[config.mk]
export PLATFORM = sky130hd
export DESIGN_NAME = sdram_cmd_core
export DESIGN_NICKNAME = d
export VERILOG_FILES = /design/src/hdl/sdram_cmd_pkg.sv /design/src/hdl/sdram_req_pkg.sv /design/src/hdl/sdram_init_cmd_gen.sv /design/src/hdl/sdram_req_router.sv /design/src/hdl/sdram_bank_tracker.sv /design/src/hdl/sdram_cmd_sched.sv /design/src/hdl/sdram_cmd_core.sv
export SDC_FILE = /design/constraint.sdc
export NUM_CORES = 1
export LEC_CHECK = 0
export BUFFER_PORTS_ARGS = -buffer_cell sky130_fd_sc_hd__buf_2
export CORE_MARGIN = 3
export CORE_UTILIZATION = 65
export CTS_CLUSTER_SIZE = 16
export DETAILED_ROUTE_END_ITERATION = 10
export GPL_ROUTABILITY_DRIVEN = 0
export PLACE_DENSITY_LB_ADDON = 0.08
export SLEW_MARGIN = 20
export SYNTH_ARGS = -nofsm -noshare
export SYNTH_HDL_FRONTEND = slang
export SYNTH_HIERARCHICAL = 1
export SYNTH_SLANG_ARGS = --single-unit
[constraint.sdc]
create_clock -name clk -period 4.95 [get_ports clk]
set_clock_uncertainty 0.2 [all_clocks]
set_input_delay 0.99 -clock clk [delete_from_list [all_inputs] [get_ports clk]]
set_output_delay 0.99 -clock clk [all_outputs]
set_load 0.01 [all_outputs]
[src/hdl/sdram_cmd_pkg.sv]
// sdram command package with opcodes, the 24-bit command word and the address views
`default_nettype none

package sdram_cmd_pkg;

    // logical opcodes, mapped to ras/cas/we pins by the phy
    typedef enum logic [2:0] {
        OP_PRECHARGE    = 3'b001,
        OP_ACTIVATE     = 3'b011,
        OP_WRITE        = 3'b010,
        OP_READ         = 3'b110,
        OP_LOAD_MODE    = 3'b100,
        OP_AUTO_REFRESH = 3'b101,
        OP_NOP          = 3'b111
    } sdram_op_e;

    // mode register layout on a15..a0
    typedef struct packed {
        logic [5:0] reserved;      // a15..a10, kept zero
        logic       wr_burst_mode; // 0 = burst writes
        logic [1:0] op_mode;       // 00 = standard operation
        logic [2:0] cas_latency;
        logic       burst_type;    // 0 = sequential
        logic [2:0] burst_len;     // 111 = full page
    } sdram_mr_t;

    // row / column layout on a15..a0
    typedef struct packed {
        logic [4:0] upper;
        logic       a10;           // precharge all when set
        logic [9:0] low;
    } sdram_addr_t;

    // same 16 address bits, decoded by opcode
    typedef union packed {
        sdram_mr_t   mr;           // load mode only
        sdram_addr_t rc;           // everything else
    } sdram_addr_u;

    typedef struct packed {
        logic [2:0]  reserved;     // always zero
        logic [1:0]  bank;
        sdram_addr_u addr;
        sdram_op_e   op;
    } sdram_cmd_t;

endpackage

`default_nettype wire

[src/hdl/sdram_req_pkg.sv]
// user request package with the request word, the per-bank request and the bank count
`default_nettype none

package sdram_req_pkg;

    parameter int BANK_N = 4;

    // one user read or write
    typedef struct packed {
        logic        write;        // 1 = write, 0 = read
        logic [1:0]  bank;
        logic [15:0] row;
        logic [11:0] col;
    } sdram_req_t;

    // bank bits already used for routing
    typedef struct packed {
        logic        write;
        logic [15:0] row;
        logic [11:0] col;
    } sdram_bank_req_t;

endpackage

`default_nettype wire

[src/hdl/sdram_init_cmd_gen.sv]
// sdram init command generator, waits out the power-up pause then streams the init sequence
`timescale 1ns/1ps
`default_nettype none

module sdram_init_cmd_gen #(
    parameter real CLK_PERIOD  = 7.0,      // ns
    parameter real INIT_PAUSE  = 250000.0, // ns
    parameter int  BURST_LEN   = 8,        // 1, 2, 4, 8, else full page
    parameter int  CAS_LATENCY = 2,        // 2 or 3
    parameter int  AUTO_RFS_N  = 2
) (
    input  logic                      clk,
    input  logic                      rst_n,
    output logic                      init_done,
    output sdram_cmd_pkg::sdram_cmd_t init_cmd,
    output logic                      init_valid,
    input  logic                      init_ready
);

    localparam int WAIT_P = int'($ceil(INIT_PAUSE / CLK_PERIOD));
    localparam int INIT_N = 6 + AUTO_RFS_N; // pre, mrs, 4 nop, refreshes

    localparam logic [2:0] BL_CODE = (BURST_LEN == 1) ? 3'b000 :
                                     (BURST_LEN == 2) ? 3'b001 :
                                     (BURST_LEN == 4) ? 3'b010 :
                                     (BURST_LEN == 8) ? 3'b011 : 3'b111;
    localparam logic [2:0] CL_CODE = (CAS_LATENCY == 3) ? 3'b011 : 3'b010;

    logic [$clog2(WAIT_P + 1)-1:0] pause_cnt;
    logic                          pause_done; // pause elapsed
    logic [$clog2(INIT_N)-1:0]     idx;        // word being offered
    logic                          xfer;
    logic                          last;

    assign xfer = init_valid & init_ready;
    assign last = idx == INIT_N - 1;

    // power-up pause, counts once and then holds
    always_ff @(posedge clk or negedge rst_n)
    begin
        if (!rst_n)
        begin
            pause_cnt  <= '0;
            pause_done <= 1'b0;
        end
        else if (!pause_done)
        begin
            pause_cnt  <= pause_cnt + 1'b1;
            pause_done <= pause_cnt == WAIT_P - 1;
        end
    end

    always_ff @(posedge clk or negedge rst_n)
    begin
        if (!rst_n)
        begin
            idx        <= '0;
            init_valid <= 1'b0;
            init_done  <= 1'b0;
        end
        else
        begin
            if (xfer)
                idx <= idx + 1'b1; // wraps after the last word, unused then
            if (xfer && last)
            begin
                init_valid <= 1'b0;
                init_done  <= 1'b1; // one cycle after final transfer
            end
            else if (pause_done && !init_done)
                init_valid <= 1'b1;
        end
    end

    // word decode from the index, stable while idx holds
    always_comb
    begin
        init_cmd    = '0;
        init_cmd.op = sdram_cmd_pkg::OP_NOP; // idx 2..5
        if (idx == 0)
        begin
            init_cmd.op         = sdram_cmd_pkg::OP_PRECHARGE;
            init_cmd.addr.rc.a10 = 1'b1; // all banks
        end
        else if (idx == 1)
        begin
            init_cmd.op                   = sdram_cmd_pkg::OP_LOAD_MODE;
            init_cmd.addr.mr.cas_latency = CL_CODE;
            init_cmd.addr.mr.burst_len   = BL_CODE; // sequential, burst writes
        end
        else if (idx >= 6)
            init_cmd.op = sdram_cmd_pkg::OP_AUTO_REFRESH;
    end

    // payload and valid hold until the scheduler takes the word
    a_init_hold : assert property (@(posedge clk) disable iff (!rst_n)
        init_valid && !init_ready |=> init_valid && $stable(init_cmd));

endmodule

`default_nettype wire

[src/hdl/sdram_req_router.sv]
// request router, hands user requests to the bank trackers and queues the bank order
`timescale 1ns/1ps
`default_nettype none

module sdram_req_router (
    input  logic                           clk,
    input  logic                           rst_n,
    input  logic                           init_done,
    input  sdram_req_pkg::sdram_req_t      req,
    input  logic                           req_valid,
    output logic                           req_ready,
    output sdram_req_pkg::sdram_bank_req_t bank_req [sdram_req_pkg::BANK_N],
    output logic [sdram_req_pkg::BANK_N-1:0] bank_req_valid,
    input  logic [sdram_req_pkg::BANK_N-1:0] bank_req_ready,
    output logic [1:0]                     order_bank,
    output logic                           order_valid,
    input  logic                           order_pop
);

    logic [1:0] fifo_mem [4]; // bank numbers in request order
    logic [1:0] wr_ptr;
    logic [1:0] rd_ptr;
    logic [2:0] fifo_cnt;     // 0..4
    logic       full;
    logic       push;

    assign full      = fifo_cnt == 3'd4;
    assign req_ready = init_done & bank_req_ready[req.bank] & ~full;
    assign push      = req_valid & req_ready;

    // same payload to every bank, strobe only the addressed one
    always_comb
    begin
        for (int b = 0; b < sdram_req_pkg::BANK_N; b++)
        begin
            bank_req[b].write = req.write;
            bank_req[b].row   = req.row;
            bank_req[b].col   = req.col;
            bank_req_valid[b] = push && (req.bank == b);
        end
    end

    always_ff @(posedge clk)
    begin
        if (push)
            fifo_mem[wr_ptr] <= req.bank;
    end

    always_ff @(posedge clk or negedge rst_n)
    begin
        if (!rst_n)
        begin
            wr_ptr   <= '0;
            rd_ptr   <= '0;
            fifo_cnt <= '0;
        end
        else
        begin
            if (push)
                wr_ptr <= wr_ptr + 1'b1;
            if (order_pop)
                rd_ptr <= rd_ptr + 1'b1;
            fifo_cnt <= fifo_cnt + push - order_pop; // push and pop together hold
        end
    end

    assign order_bank  = fifo_mem[rd_ptr];
    assign order_valid = fifo_cnt != 3'd0;

    // scheduler pops only queued entries, count agrees with the pointers
    a_order_fifo : assert property (@(posedge clk) disable iff (!rst_n)
        !(order_pop && !order_valid) && fifo_cnt[1:0] == 2'(wr_ptr - rd_ptr));

endmodule

`default_nettype wire

[src/hdl/sdram_bank_tracker.sv]
// bank tracker, keeps one bank's open row and expands a request into its command words
`timescale 1ns/1ps
`default_nettype none

module sdram_bank_tracker (
    input  logic                           clk,
    input  logic                           rst_n,
    input  logic [1:0]                     bank_id,
    input  sdram_req_pkg::sdram_bank_req_t bank_req,
    input  logic                           bank_req_valid,
    output logic                           bank_req_ready,
    output sdram_cmd_pkg::sdram_cmd_t      bank_cmd,
    output logic                           bank_cmd_valid,
    output logic                           bank_last,
    input  logic                           bank_cmd_ready
);

    typedef enum logic [1:0] {
        ST_IDLE,
        ST_PRE,  // close the wrong row
        ST_ACT,  // open the wanted row
        ST_ACC   // read or write
    } state_e;

    state_e                         state;
    sdram_req_pkg::sdram_bank_req_t cur;       // request in progress
    logic                           open_flag; // a row is open
    logic [15:0]                    open_row;
    logic                           accept;
    logic                           xfer;

    assign accept         = bank_req_valid & bank_req_ready;
    assign xfer           = bank_cmd_valid & bank_cmd_ready;
    assign bank_req_ready = state == ST_IDLE;
    assign bank_cmd_valid = state != ST_IDLE;
    assign bank_last      = state == ST_ACC; // access always ends a request

    always_ff @(posedge clk)
    begin
        if (accept)
            cur <= bank_req;
        if (xfer && state == ST_ACT)
            open_row <= cur.row;
    end

    always_ff @(posedge clk or negedge rst_n)
    begin
        if (!rst_n)
        begin
            state     <= ST_IDLE;
            open_flag <= 1'b0; // all banks precharged by init
        end
        else
        begin
            case (state)
                ST_IDLE:
                    if (accept)
                    begin
                        if (!open_flag)
                            state <= ST_ACT;
                        else if (open_row == bank_req.row)
                            state <= ST_ACC; // row hit
                        else
                            state <= ST_PRE; // row miss
                    end
                ST_PRE:
                    if (xfer)
                    begin
                        state     <= ST_ACT;
                        open_flag <= 1'b0;
                    end
                ST_ACT:
                    if (xfer)
                    begin
                        state     <= ST_ACC;
                        open_flag <= 1'b1;
                    end
                default:
                    if (xfer)
                        state <= ST_IDLE;
            endcase
        end
    end

    // command word for the current step
    always_comb
    begin
        bank_cmd      = '0;
        bank_cmd.bank = bank_id;
        bank_cmd.op   = sdram_cmd_pkg::OP_NOP; // idle, valid is low
        case (state)
            ST_PRE:
                bank_cmd.op = sdram_cmd_pkg::OP_PRECHARGE; // a10 low, this bank only
            ST_ACT:
            begin
                bank_cmd.op      = sdram_cmd_pkg::OP_ACTIVATE;
                bank_cmd.addr.rc = cur.row;
            end
            ST_ACC:
            begin
                bank_cmd.op = cur.write ? sdram_cmd_pkg::OP_WRITE : sdram_cmd_pkg::OP_READ;
                bank_cmd.addr.rc.upper = {3'b000, cur.col[11:10]};
                bank_cmd.addr.rc.low   = cur.col[9:0]; // a10 low, no auto-precharge
            end
            default: ;
        endcase
    end

    // access only goes out against the row this request opened or hit
    a_access_open : assert property (@(posedge clk) disable iff (!rst_n)
        bank_cmd_valid && bank_last |-> open_flag && open_row == cur.row);

endmodule

`default_nettype wire

[src/hdl/sdram_cmd_sched.sv]
// command scheduler, passes the init stream and then drains bank trackers in request order
`timescale 1ns/1ps
`default_nettype none

module sdram_cmd_sched (
    input  logic                      clk,
    input  logic                      rst_n,
    input  logic                      init_done,
    input  sdram_cmd_pkg::sdram_cmd_t init_cmd,
    input  logic                      init_valid,
    output logic                      init_ready,
    input  sdram_cmd_pkg::sdram_cmd_t bank_cmd [sdram_req_pkg::BANK_N],
    input  logic [sdram_req_pkg::BANK_N-1:0] bank_cmd_valid,
    input  logic [sdram_req_pkg::BANK_N-1:0] bank_last,
    output logic [sdram_req_pkg::BANK_N-1:0] bank_cmd_ready,
    input  logic [1:0]                order_bank,
    input  logic                      order_valid,
    output logic                      order_pop,
    output sdram_cmd_pkg::sdram_cmd_t cmd,
    output logic                      cmd_valid,
    input  logic                      cmd_ready
);

    logic head_valid; // head bank has a word ready
    logic head_last;

    assign head_valid = order_valid & bank_cmd_valid[order_bank];
    assign head_last  = bank_last[order_bank];

    // init words first, the trackers are empty until init_done anyway
    assign init_ready = ~init_done & cmd_ready;

    always_comb
    begin
        if (!init_done)
        begin
            cmd       = init_cmd;
            cmd_valid = init_valid;
        end
        else
        begin
            cmd       = bank_cmd[order_bank];
            cmd_valid = head_valid;
        end
    end

    // ready back to the head bank only, others wait their turn
    always_comb
    begin
        for (int b = 0; b < sdram_req_pkg::BANK_N; b++)
            bank_cmd_ready[b] = init_done && order_valid && order_bank == b && cmd_ready;
    end

    // head retires with its last word
    assign order_pop = init_done & head_valid & cmd_ready & head_last;

    // the word on the port belongs to the queue head
    a_head_only : assert property (@(posedge clk) disable iff (!rst_n)
        cmd_valid && init_done |-> order_valid && cmd.bank == order_bank);

    // a request's words stay together until its last one
    a_no_interleave : assert property (@(posedge clk) disable iff (!rst_n)
        cmd_valid && cmd_ready && init_done && !head_last
        |=> cmd_valid && cmd.bank == $past(cmd.bank));

endmodule

`default_nettype wire

[src/hdl/sdram_cmd_core.sv]
// sdram command front end top, init generator, request router, four bank trackers, scheduler
`timescale 1ns/1ps
`default_nettype none

module sdram_cmd_core #(
    parameter real CLK_PERIOD  = 7.0,
    parameter real INIT_PAUSE  = 250000.0,
    parameter int  BURST_LEN   = 8,
    parameter int  CAS_LATENCY = 2,
    parameter int  AUTO_RFS_N  = 2
) (
    input  logic                      clk,
    input  logic                      rst_n,
    input  sdram_req_pkg::sdram_req_t req,
    input  logic                      req_valid,
    output logic                      req_ready,
    output sdram_cmd_pkg::sdram_cmd_t cmd,
    output logic                      cmd_valid,
    input  logic                      cmd_ready,
    output logic                      init_done
);

    sdram_cmd_pkg::sdram_cmd_t       init_cmd;
    logic                            init_valid;
    logic                            init_ready;
    sdram_req_pkg::sdram_bank_req_t  bank_req [sdram_req_pkg::BANK_N];
    logic [sdram_req_pkg::BANK_N-1:0] bank_req_valid;
    logic [sdram_req_pkg::BANK_N-1:0] bank_req_ready;
    sdram_cmd_pkg::sdram_cmd_t       bank_cmd [sdram_req_pkg::BANK_N];
    logic [sdram_req_pkg::BANK_N-1:0] bank_cmd_valid;
    logic [sdram_req_pkg::BANK_N-1:0] bank_cmd_ready;
    logic [sdram_req_pkg::BANK_N-1:0] bank_last;
    logic [1:0]                      order_bank;
    logic                            order_valid;
    logic                            order_pop;

    sdram_init_cmd_gen #(
        .CLK_PERIOD (CLK_PERIOD),
        .INIT_PAUSE (INIT_PAUSE),
        .BURST_LEN  (BURST_LEN),
        .CAS_LATENCY(CAS_LATENCY),
        .AUTO_RFS_N (AUTO_RFS_N)
    ) u_init (
        .clk       (clk),
        .rst_n     (rst_n),
        .init_done (init_done),
        .init_cmd  (init_cmd),
        .init_valid(init_valid),
        .init_ready(init_ready)
    );

    sdram_req_router u_router (
        .clk           (clk),
        .rst_n         (rst_n),
        .init_done     (init_done),
        .req           (req),
        .req_valid     (req_valid),
        .req_ready     (req_ready),
        .bank_req      (bank_req),
        .bank_req_valid(bank_req_valid),
        .bank_req_ready(bank_req_ready),
        .order_bank    (order_bank),
        .order_valid   (order_valid),
        .order_pop     (order_pop)
    );

    // one tracker per bank, index doubles as bank select
    for (genvar i = 0; i < sdram_req_pkg::BANK_N; i++)
    begin : g_bank
        sdram_bank_tracker u_tracker (
            .clk           (clk),
            .rst_n         (rst_n),
            .bank_id       (2'(i)),
            .bank_req      (bank_req[i]),
            .bank_req_valid(bank_req_valid[i]),
            .bank_req_ready(bank_req_ready[i]),
            .bank_cmd      (bank_cmd[i]),
            .bank_cmd_valid(bank_cmd_valid[i]),
            .bank_last     (bank_last[i]),
            .bank_cmd_ready(bank_cmd_ready[i])
        );
    end

    sdram_cmd_sched u_sched (
        .clk           (clk),
        .rst_n         (rst_n),
        .init_done     (init_done),
        .init_cmd      (init_cmd),
        .init_valid    (init_valid),
        .init_ready    (init_ready),
        .bank_cmd      (bank_cmd),
        .bank_cmd_valid(bank_cmd_valid),
        .bank_last     (bank_last),
        .bank_cmd_ready(bank_cmd_ready),
        .order_bank    (order_bank),
        .order_valid   (order_valid),
        .order_pop     (order_pop),
        .cmd           (cmd),
        .cmd_valid     (cmd_valid),
        .cmd_ready     (cmd_ready)
    );

endmodule

`default_nettype wire

==> out/qor.yml, run 1 <==
first_global_vias: 6826
synthCells: 905
cp_max_fo: 11
synth_edf_count: 188
max_freq_mhz: 235
ys.warnings.count: 6
fp.dieW_um: 142
outcome: "finished, final reports clean"
rsz0062_at_grt: "false"
report.final.setup_viol: 0
syn_to_final_growth_pct: 1.82
hold_ws_ns: 0.245
htreeDepth: 1
post_cts_buffers: 0
fin_crit_ns: 4.26
numCtsBuffers: 25
synth_seq_cells: 229
worstPathRequired_ns: 3.76
ant_nets: 0
cts_tree: "done"
grt_antenna_before_repair: 0
cts_max_path_buffers: 3
slew_headroom_pct: 33.0
final_max_slew_viol_count: 0
holdBufCountCts: 0
ys_types: 55
tightest_slew_ns: 1.00
antenna_cells: 0
die_area_mm2: 0.0203
grt_pass1_wl_mm: 38.6
maxCapViolCount: 0
fp-row-count: 49
postSynthAreaPerCell_um2: 13.4
finalHoldViolCount: 0
final.setup.tns_ns: 0
cts.sinks: 229
power_density_mw_per_mm2: 368
hpwl_mm: 16.3
final_cell_mix: "edfxtp_1 (188), xor2_1 (73), buf_2 (59), a22o_1 (50), nor2_1 (43)"
min_path_type: "register to register"
wl_per_cell_um: 22.6
drc: 0
dr_total_vias: 6494
irDropWorstVdd_uv: 312
fillers: 1311
drt_iter0_markers: 446
grt_use_total_pct: 25.2
clkTransAtPathRegs_ns: 0.06
grt_max_degree: 42
routed_wl_mm: 24.8
routed_via_density: 5.90
clk_latency_ns: 0.52
yosysSeqAreaShare_pct: 55.2
critPathKind: "register to primary output"
grt_overflow_total: 0
synthArstFlopShare_pct: 17.9
cts_resized: 0
drive_gt1_share_pct: 21.9
portBuffers: 59
first_pass_iters: 5
boundaryPins: 62
layout_commonest_cell: "edfxtp_1"
root_buffer: "clkbuf_16"
die_y_um: 142
p_leak_nw: 4.84
start_util_pct: 66.6
core_area_mm2: 0.0181
cp.arrival_ns: 3.07
worst_setup_path_start_kind: "register"
cp-end-kind: "primary output"
synthFlopType: "edfxtp_1"
num-nets-final: 921
period_share_pct: 86.1
mappedNetlistArea_mm2: 0.0121
p_total_w: 0.00452
## where the power goes
part	switching, W	internal (W)	leakage (nW)
Combinational	0.000342	0.000284	2.27
Clock	0.000756	0.000984	0.381
Sequential	0.0000608	0.00210	2.19
Total	0.00116	0.00337	4.84
## synth_stat cells (all sizes together), types with 2 or more instances
| master | number | area share [%] |
|---|---|---|
| nand2b | 4 | 0.21 |
| nor3b | 8 | 0.58 |
| clkbuf | 11 | 0.34 |
| and3 | 6 | 0.33 |
| conb | 7 | 0.22 |
| dfrtp | 41 | 8.5 |
| o21a | 17 | 1.1 |
| mux4 | 11 | 2.0 |
| mux2i | 17 | 1.4 |
| nand4b | 2 | 0.32 |
| nor4 | 21 | 2.0 |
| nor3 | 2 | 0.083 |
| a311oi | 4 | 0.29 |
| xnor2 | 12 | 0.87 |
| nand2 | 15 | 0.47 |
| xor2 | 73 | 5.3 |
| ha | 33 | 3.4 |
| a21oi | 8 | 0.46 |
| nand4 | 9 | 0.64 |
| o21ai | 6 | 0.25 |
| nand3 | 3 | 0.12 |
| a22o | 50 | 3.6 |
| a21o | 4 | 0.25 |
| nor2 | 43 | 1.3 |
| nor2b | 23 | 1.2 |
| buf | 174 | 11 |
| inv | 38 | 1.2 |
| and2 | 32 | 1.7 |
| a221oi | 21 | 2.2 |
| edfxtp | 188 | 47 |
| mux2 | 12 | 1.2 |
## kinds of logic (layout without fill, tap and decap cells)
| group | count (synthesis) | count (layout) | synth area share [%] |
|---|---|---|---|
| buffers and inverters | 223 | 159 | 12.5 |
| adder cells (fa/ha/maj) | 34 | 34 | 3.58 |
| flip-flops | 229 | 229 | 55.2 |
| XOR/XNOR | 85 | 85 | 6.16 |
| multiplexers | 40 | 40 | 4.67 |
| AO/OA/AOI/OAI | 113 | 113 | 8.36 |
| other | 7 | 37 | 0.217 |
| AND/OR/NAND/NOR | 174 | 174 | 9.37 |
## cell type report
type                    count  area [um^2]  area share, %
clock inverters            19          134           1.09
inverters                  38          143           1.16
repair buffers             75          415           3.37
flip-flops and latches    229         6670           54.2
clock buffers              27          633           5.14
multi-input cells         483         4030           32.7
well taps                 229          287           2.33
## flip-flops by register name (all words and copies together) (netlist names), 2 cells and up
name / cells
g_bank.u_tracker/cur: 116
g_bank.u_tracker/open_row: 64
u_init/pause_cnt: 16
g_bank.u_tracker/state: 8
u_router/fifo_mem: 8
g_bank.u_tracker/open_flag: 4
u_init/idx: 3
u_router/fifo_cnt: 3
u_router/rd_ptr: 2
u_router/wr_ptr: 2
## critical path, stage by stage (launching register included)
cell and delay (ns):
dfrtp_1 0.43, mux4_2 0.74, and2_1 0.45, buf_4 0.32, a221oi_1 0.32, o21a_1 0.16
buf_2 0.12
## path summary, 6_finish.rpt
path,startpoint,end,slack [ns],depth (start not counted)
max reg2reg,u_router/rd_ptr[0]$_DFFE_PN0P_,u_router/fifo_cnt[2]$_DFF_PN0_,1.22,11
max,u_router/rd_ptr[0]$_DFFE_PN0P_,cmd[3],0.69,6
min reg2reg,g_bank[1].u_tracker/cur[27]$_DFFE_PP_,g_bank[1].u_tracker/open_row[15]$_DFFE_PP_,0.24,0
max in group asynchronous,rst_n,u_init/init_done$_DFFE_PN0P_,3.47,1
min,g_bank[1].u_tracker/cur[27]$_DFFE_PP_,g_bank[1].u_tracker/open_row[15]$_DFFE_PP_,0.24,0
min in group asynchronous,rst_n,u_router/wr_ptr[0]$_DFFE_PN0P_,0.43,1
## routing by layer
layer	global-route usage [%]	up-vias	wire length, um
li1	-	2954	-
met1	33.9	3320	10500
met2	43.1	174	12500
met3	3.70	46	1150
met4	7.50	0	711
met5	0	-	0
## metrics by stage
| step | instance area [um^2] | std cells | setup slack, ns | utilization [%] |
|---|---|---|---|---|
| 2_1_floorplan | 12200 | 935 | 1.46 | - |
| 4_1_cts | 12300 | 1100 | 0.670 | 67.8 |
| 3_3_place_gp | 11500 | 1054 | 1.26 | 63.6 |
| 3_5_place_dp | 11500 | 1054 | 1.23 | 63.6 |
| 5_1_grt | 12300 | 1100 | 0.561 | 67.8 |
| 6_report | 12300 | 1100 | 0.687 | 67.8 |
(Power assumes the default switching activity.)
==> inputs of run 2 (changes only) <==
==> constraint.sdc (replaced) <==
create_clock -name clk -period 4.95 [get_ports clk]
set_clock_uncertainty 0.2 [all_clocks]
set_input_delay 0.99 -clock clk [delete_from_list [all_inputs] [get_ports clk]]
set_output_delay 0.99 -clock clk [all_outputs]
set_load 0.1 [all_outputs]
==> run 2 against run 1 <==
Final cell count is essentially flat. Total power grew 14%. Via count increased by 1.9%. Design area about the same. Maximum frequency decreased by 9.2%. Count of clock-buffer cells in the layout rose by 1. Register-to-register slack got worse by 0.11 ns. Die area unchanged. Largest power group unchanged.
==> out/qor.yml, run 2 (synthesis results as in run 1) <==
outcome: "finished, final reports clean"
layout_commonest_cell: "edfxtp_1"
final_max_slew_viol_count: 0  # unchanged
final.setup.tns_ns: 0  # unchanged
report.final.setup_viol: 0  # unchanged
cts_tree: "done"
root_buffer: "clkbuf_16"
fin_crit_ns: 4.70  # +0.432 ns
hpwl_mm: 16.6  # +1.5%
portBuffers: 59  # unchanged
crit_buf_inv: 2  # unchanged
instances_no_fill: 1099  # -0.091%
ant_nets: 0  # unchanged
dp.cells: 1055  # +0.095%
fillers: 1317  # +0.46%
max_freq_mhz: 213  # -9.2%
power_density_mw_per_mm2: 420  # +14%
setup_ws_ns: 0.255  # -0.432 ns
utilization_pct: 67.9  # about the same
grt_antenna_before_repair: 0  # unchanged
worstPathRequired_ns: 3.76  # about the same
maxCapViolCount: 0  # unchanged
routed_wl_mm: 26.0  # +4.8%
p_seq_share_pct: 41.0  # -6.7 points
boundaryPins: 62  # unchanged
grt_pass1_wl_mm: 39.3  # +1.8%
largest_reg_flops: 116  # unchanged
power.switching_w: 0.00177  # +53%
first_global_vias: 6810  # -0.23%
drt_iter0_markers: 524  # +17%
swShare_pct: 34.2  # +8.6 points
holdBufCountCts: 0  # unchanged
wl_per_cell_um: 23.7  # +4.9%
top_regs: "g_bank.u_tracker/cur x116, g_bank.u_tracker/open_row x64, u_init/pause_cnt x16"
first_pass_iters: 5  # unchanged
critPathKind: "register to primary output"
path_cells: "mux4_2, and2_1, buf_4, a221oi_1, o21a_1, buf_2"
finalHoldViolCount: 0  # unchanged
seqCellArea_mm2: 0.00667  # unchanged
cp_slowest_cell: "mux4_2"
cts.sinks: 229  # unchanged
combinationalPowerShare_pct: 25.2  # +11 points
cp_top_family: "buffers and inverters"
clkTransAtPathRegs_ns: 0.06  # about the same
top_register: "g_bank.u_tracker/cur"
post_cts_buffers: 0  # unchanged
min_path_type: "register to register"
core_area_mm2: 0.0181  # unchanged
intPower_w: 0.00341  # +1.2%
tightest_slew_ns: 1.14  # +0.131 ns
grt_overflow_total: 0  # unchanged
fp-row-count: 49  # unchanged
reg2reg_slack_ns: 1.11  # -0.11 ns
num-nets-final: 921  # unchanged
grt_max_degree: 50  # +19%
slowest_delay_ns: 0.74  # about the same
dr_total_vias: 6618  # +1.9%
irDropWorstVdd_uv: 397  # +27%
syn_to_final_growth_pct: 1.89  # about the same
antenna_cells: 0  # unchanged
clk_latency_ns: 0.51  # about the same
drc: 0  # unchanged
start_util_pct: 66.6  # unchanged
p_leak_nw: 4.83  # -0.12%
worst_setup_path_start_kind: "register"
die_area_mm2: 0.0203  # unchanged
final_cell_mix: "edfxtp_1 (188), xor2_1 (73), buf_2 (59), a22o_1 (50), nor2_1 (43)"
die_y_um: 142  # unchanged
cp_max_fo: 14  # +3
htreeDepth: 1  # unchanged
cts_max_path_buffers: 3  # unchanged
pwr-share-clk_pct: 33.8  # -4.7 points
cp.arrival_ns: 3.51  # +0.44 ns
cp-end-kind: "primary output"
routed_via_density: 6.02  # +2.0%
rsz0062_at_grt: "false"
p_total_w: 0.00518  # +14%
cts_resized: 0  # unchanged
slew_headroom_pct: 24.3  # -8.8 points
drive_gt1_share_pct: 21.6  # -0.32 points
grt_use_total_pct: 25.9  # +0.72 points
dpl_worst_slack_ns: 0.759  # -0.472 ns
period_share_pct: 94.8  # +8.7 points
fp.dieW_um: 142  # unchanged
multi_input_area_mm2: 0.00403  # unchanged
numCtsBuffers: 24  # -4.0%
## run 2: changes by cell type in the layout (fill, tap and decap cells not counted)
cell        delta
inv_8          -1
inv_6          -2
clkbuf_1       +1
clkinvlp_4     +1
bufinv_16      +1
clkinv_2       -3
clkinv_1       +1
buf_4          +1
## run 2: area by class of cell
class                      instances  share of cell area [%]
sequential                       229                    54.2
multi-input combinational        483                    32.7
clock buffer                      28                    5.17
timing repair buffer              76                    3.43
tap                              229                    2.33
inverter                          38                    1.16
clock inverter                    16                    1.07
## run 2: per-layer routing
| metal | wire length, um | GRT usage [%] |
|---|---|---|
| met1 | 10600 | 34.1 |
| met2 | 13000 | 44.7 |
| met3 | 1370 | 3.33 |
| met4 | 1010 | 9.25 |
| met5 | 0 | 0 |
## run 2: path summary, 6_finish.rpt
| path | depth (start not counted) | startpoint | to |
|---|---|---|---|
| setup / recovery | 6 | u_router/rd_ptr[0]$_DFFE_PN0P_ | cmd[17] |
| hold / removal | 0 | g_bank[1].u_tracker/cur[25]$_DFFE_PP_ | g_bank[1].u_tracker/open_row[13]$_DFFE_PP_ |
| setup reg to reg | 11 | u_router/rd_ptr[0]$_DFFE_PN0P_ | u_router/fifo_cnt[2]$_DFF_PN0_ |
| hold reg to reg | 0 | g_bank[1].u_tracker/cur[25]$_DFFE_PP_ | g_bank[1].u_tracker/open_row[13]$_DFFE_PP_ |
| max in group asynchronous | 1 | rst_n | u_init/init_done$_DFFE_PN0P_ |
| min in group asynchronous | 1 | rst_n | u_router/wr_ptr[0]$_DFFE_PN0P_ |
## run 2: through the flow
step           hold slack, ns  area (um^2)
3_3_place_gp            0.222        11600
4_1_cts                 0.242        12300
2_1_floorplan           0.218        12200
6_report                0.242        12300
3_5_place_dp            0.228        11600
5_1_grt                 0.251        12300
## run 2: power by group through the flow
stage	Sequential [W]	Clock (W)	Combinational, W
2_1_floorplan	0.00219	0	0.00114
3_3_place_gp	0.00216	0	0.00129
3_5_place_dp	0.00216	0	0.00131
4_1_cts	0.00212	0.00178	0.00131
5_1_grt	0.00213	0.00185	0.00136
6_report	0.00212	0.00175	0.00131
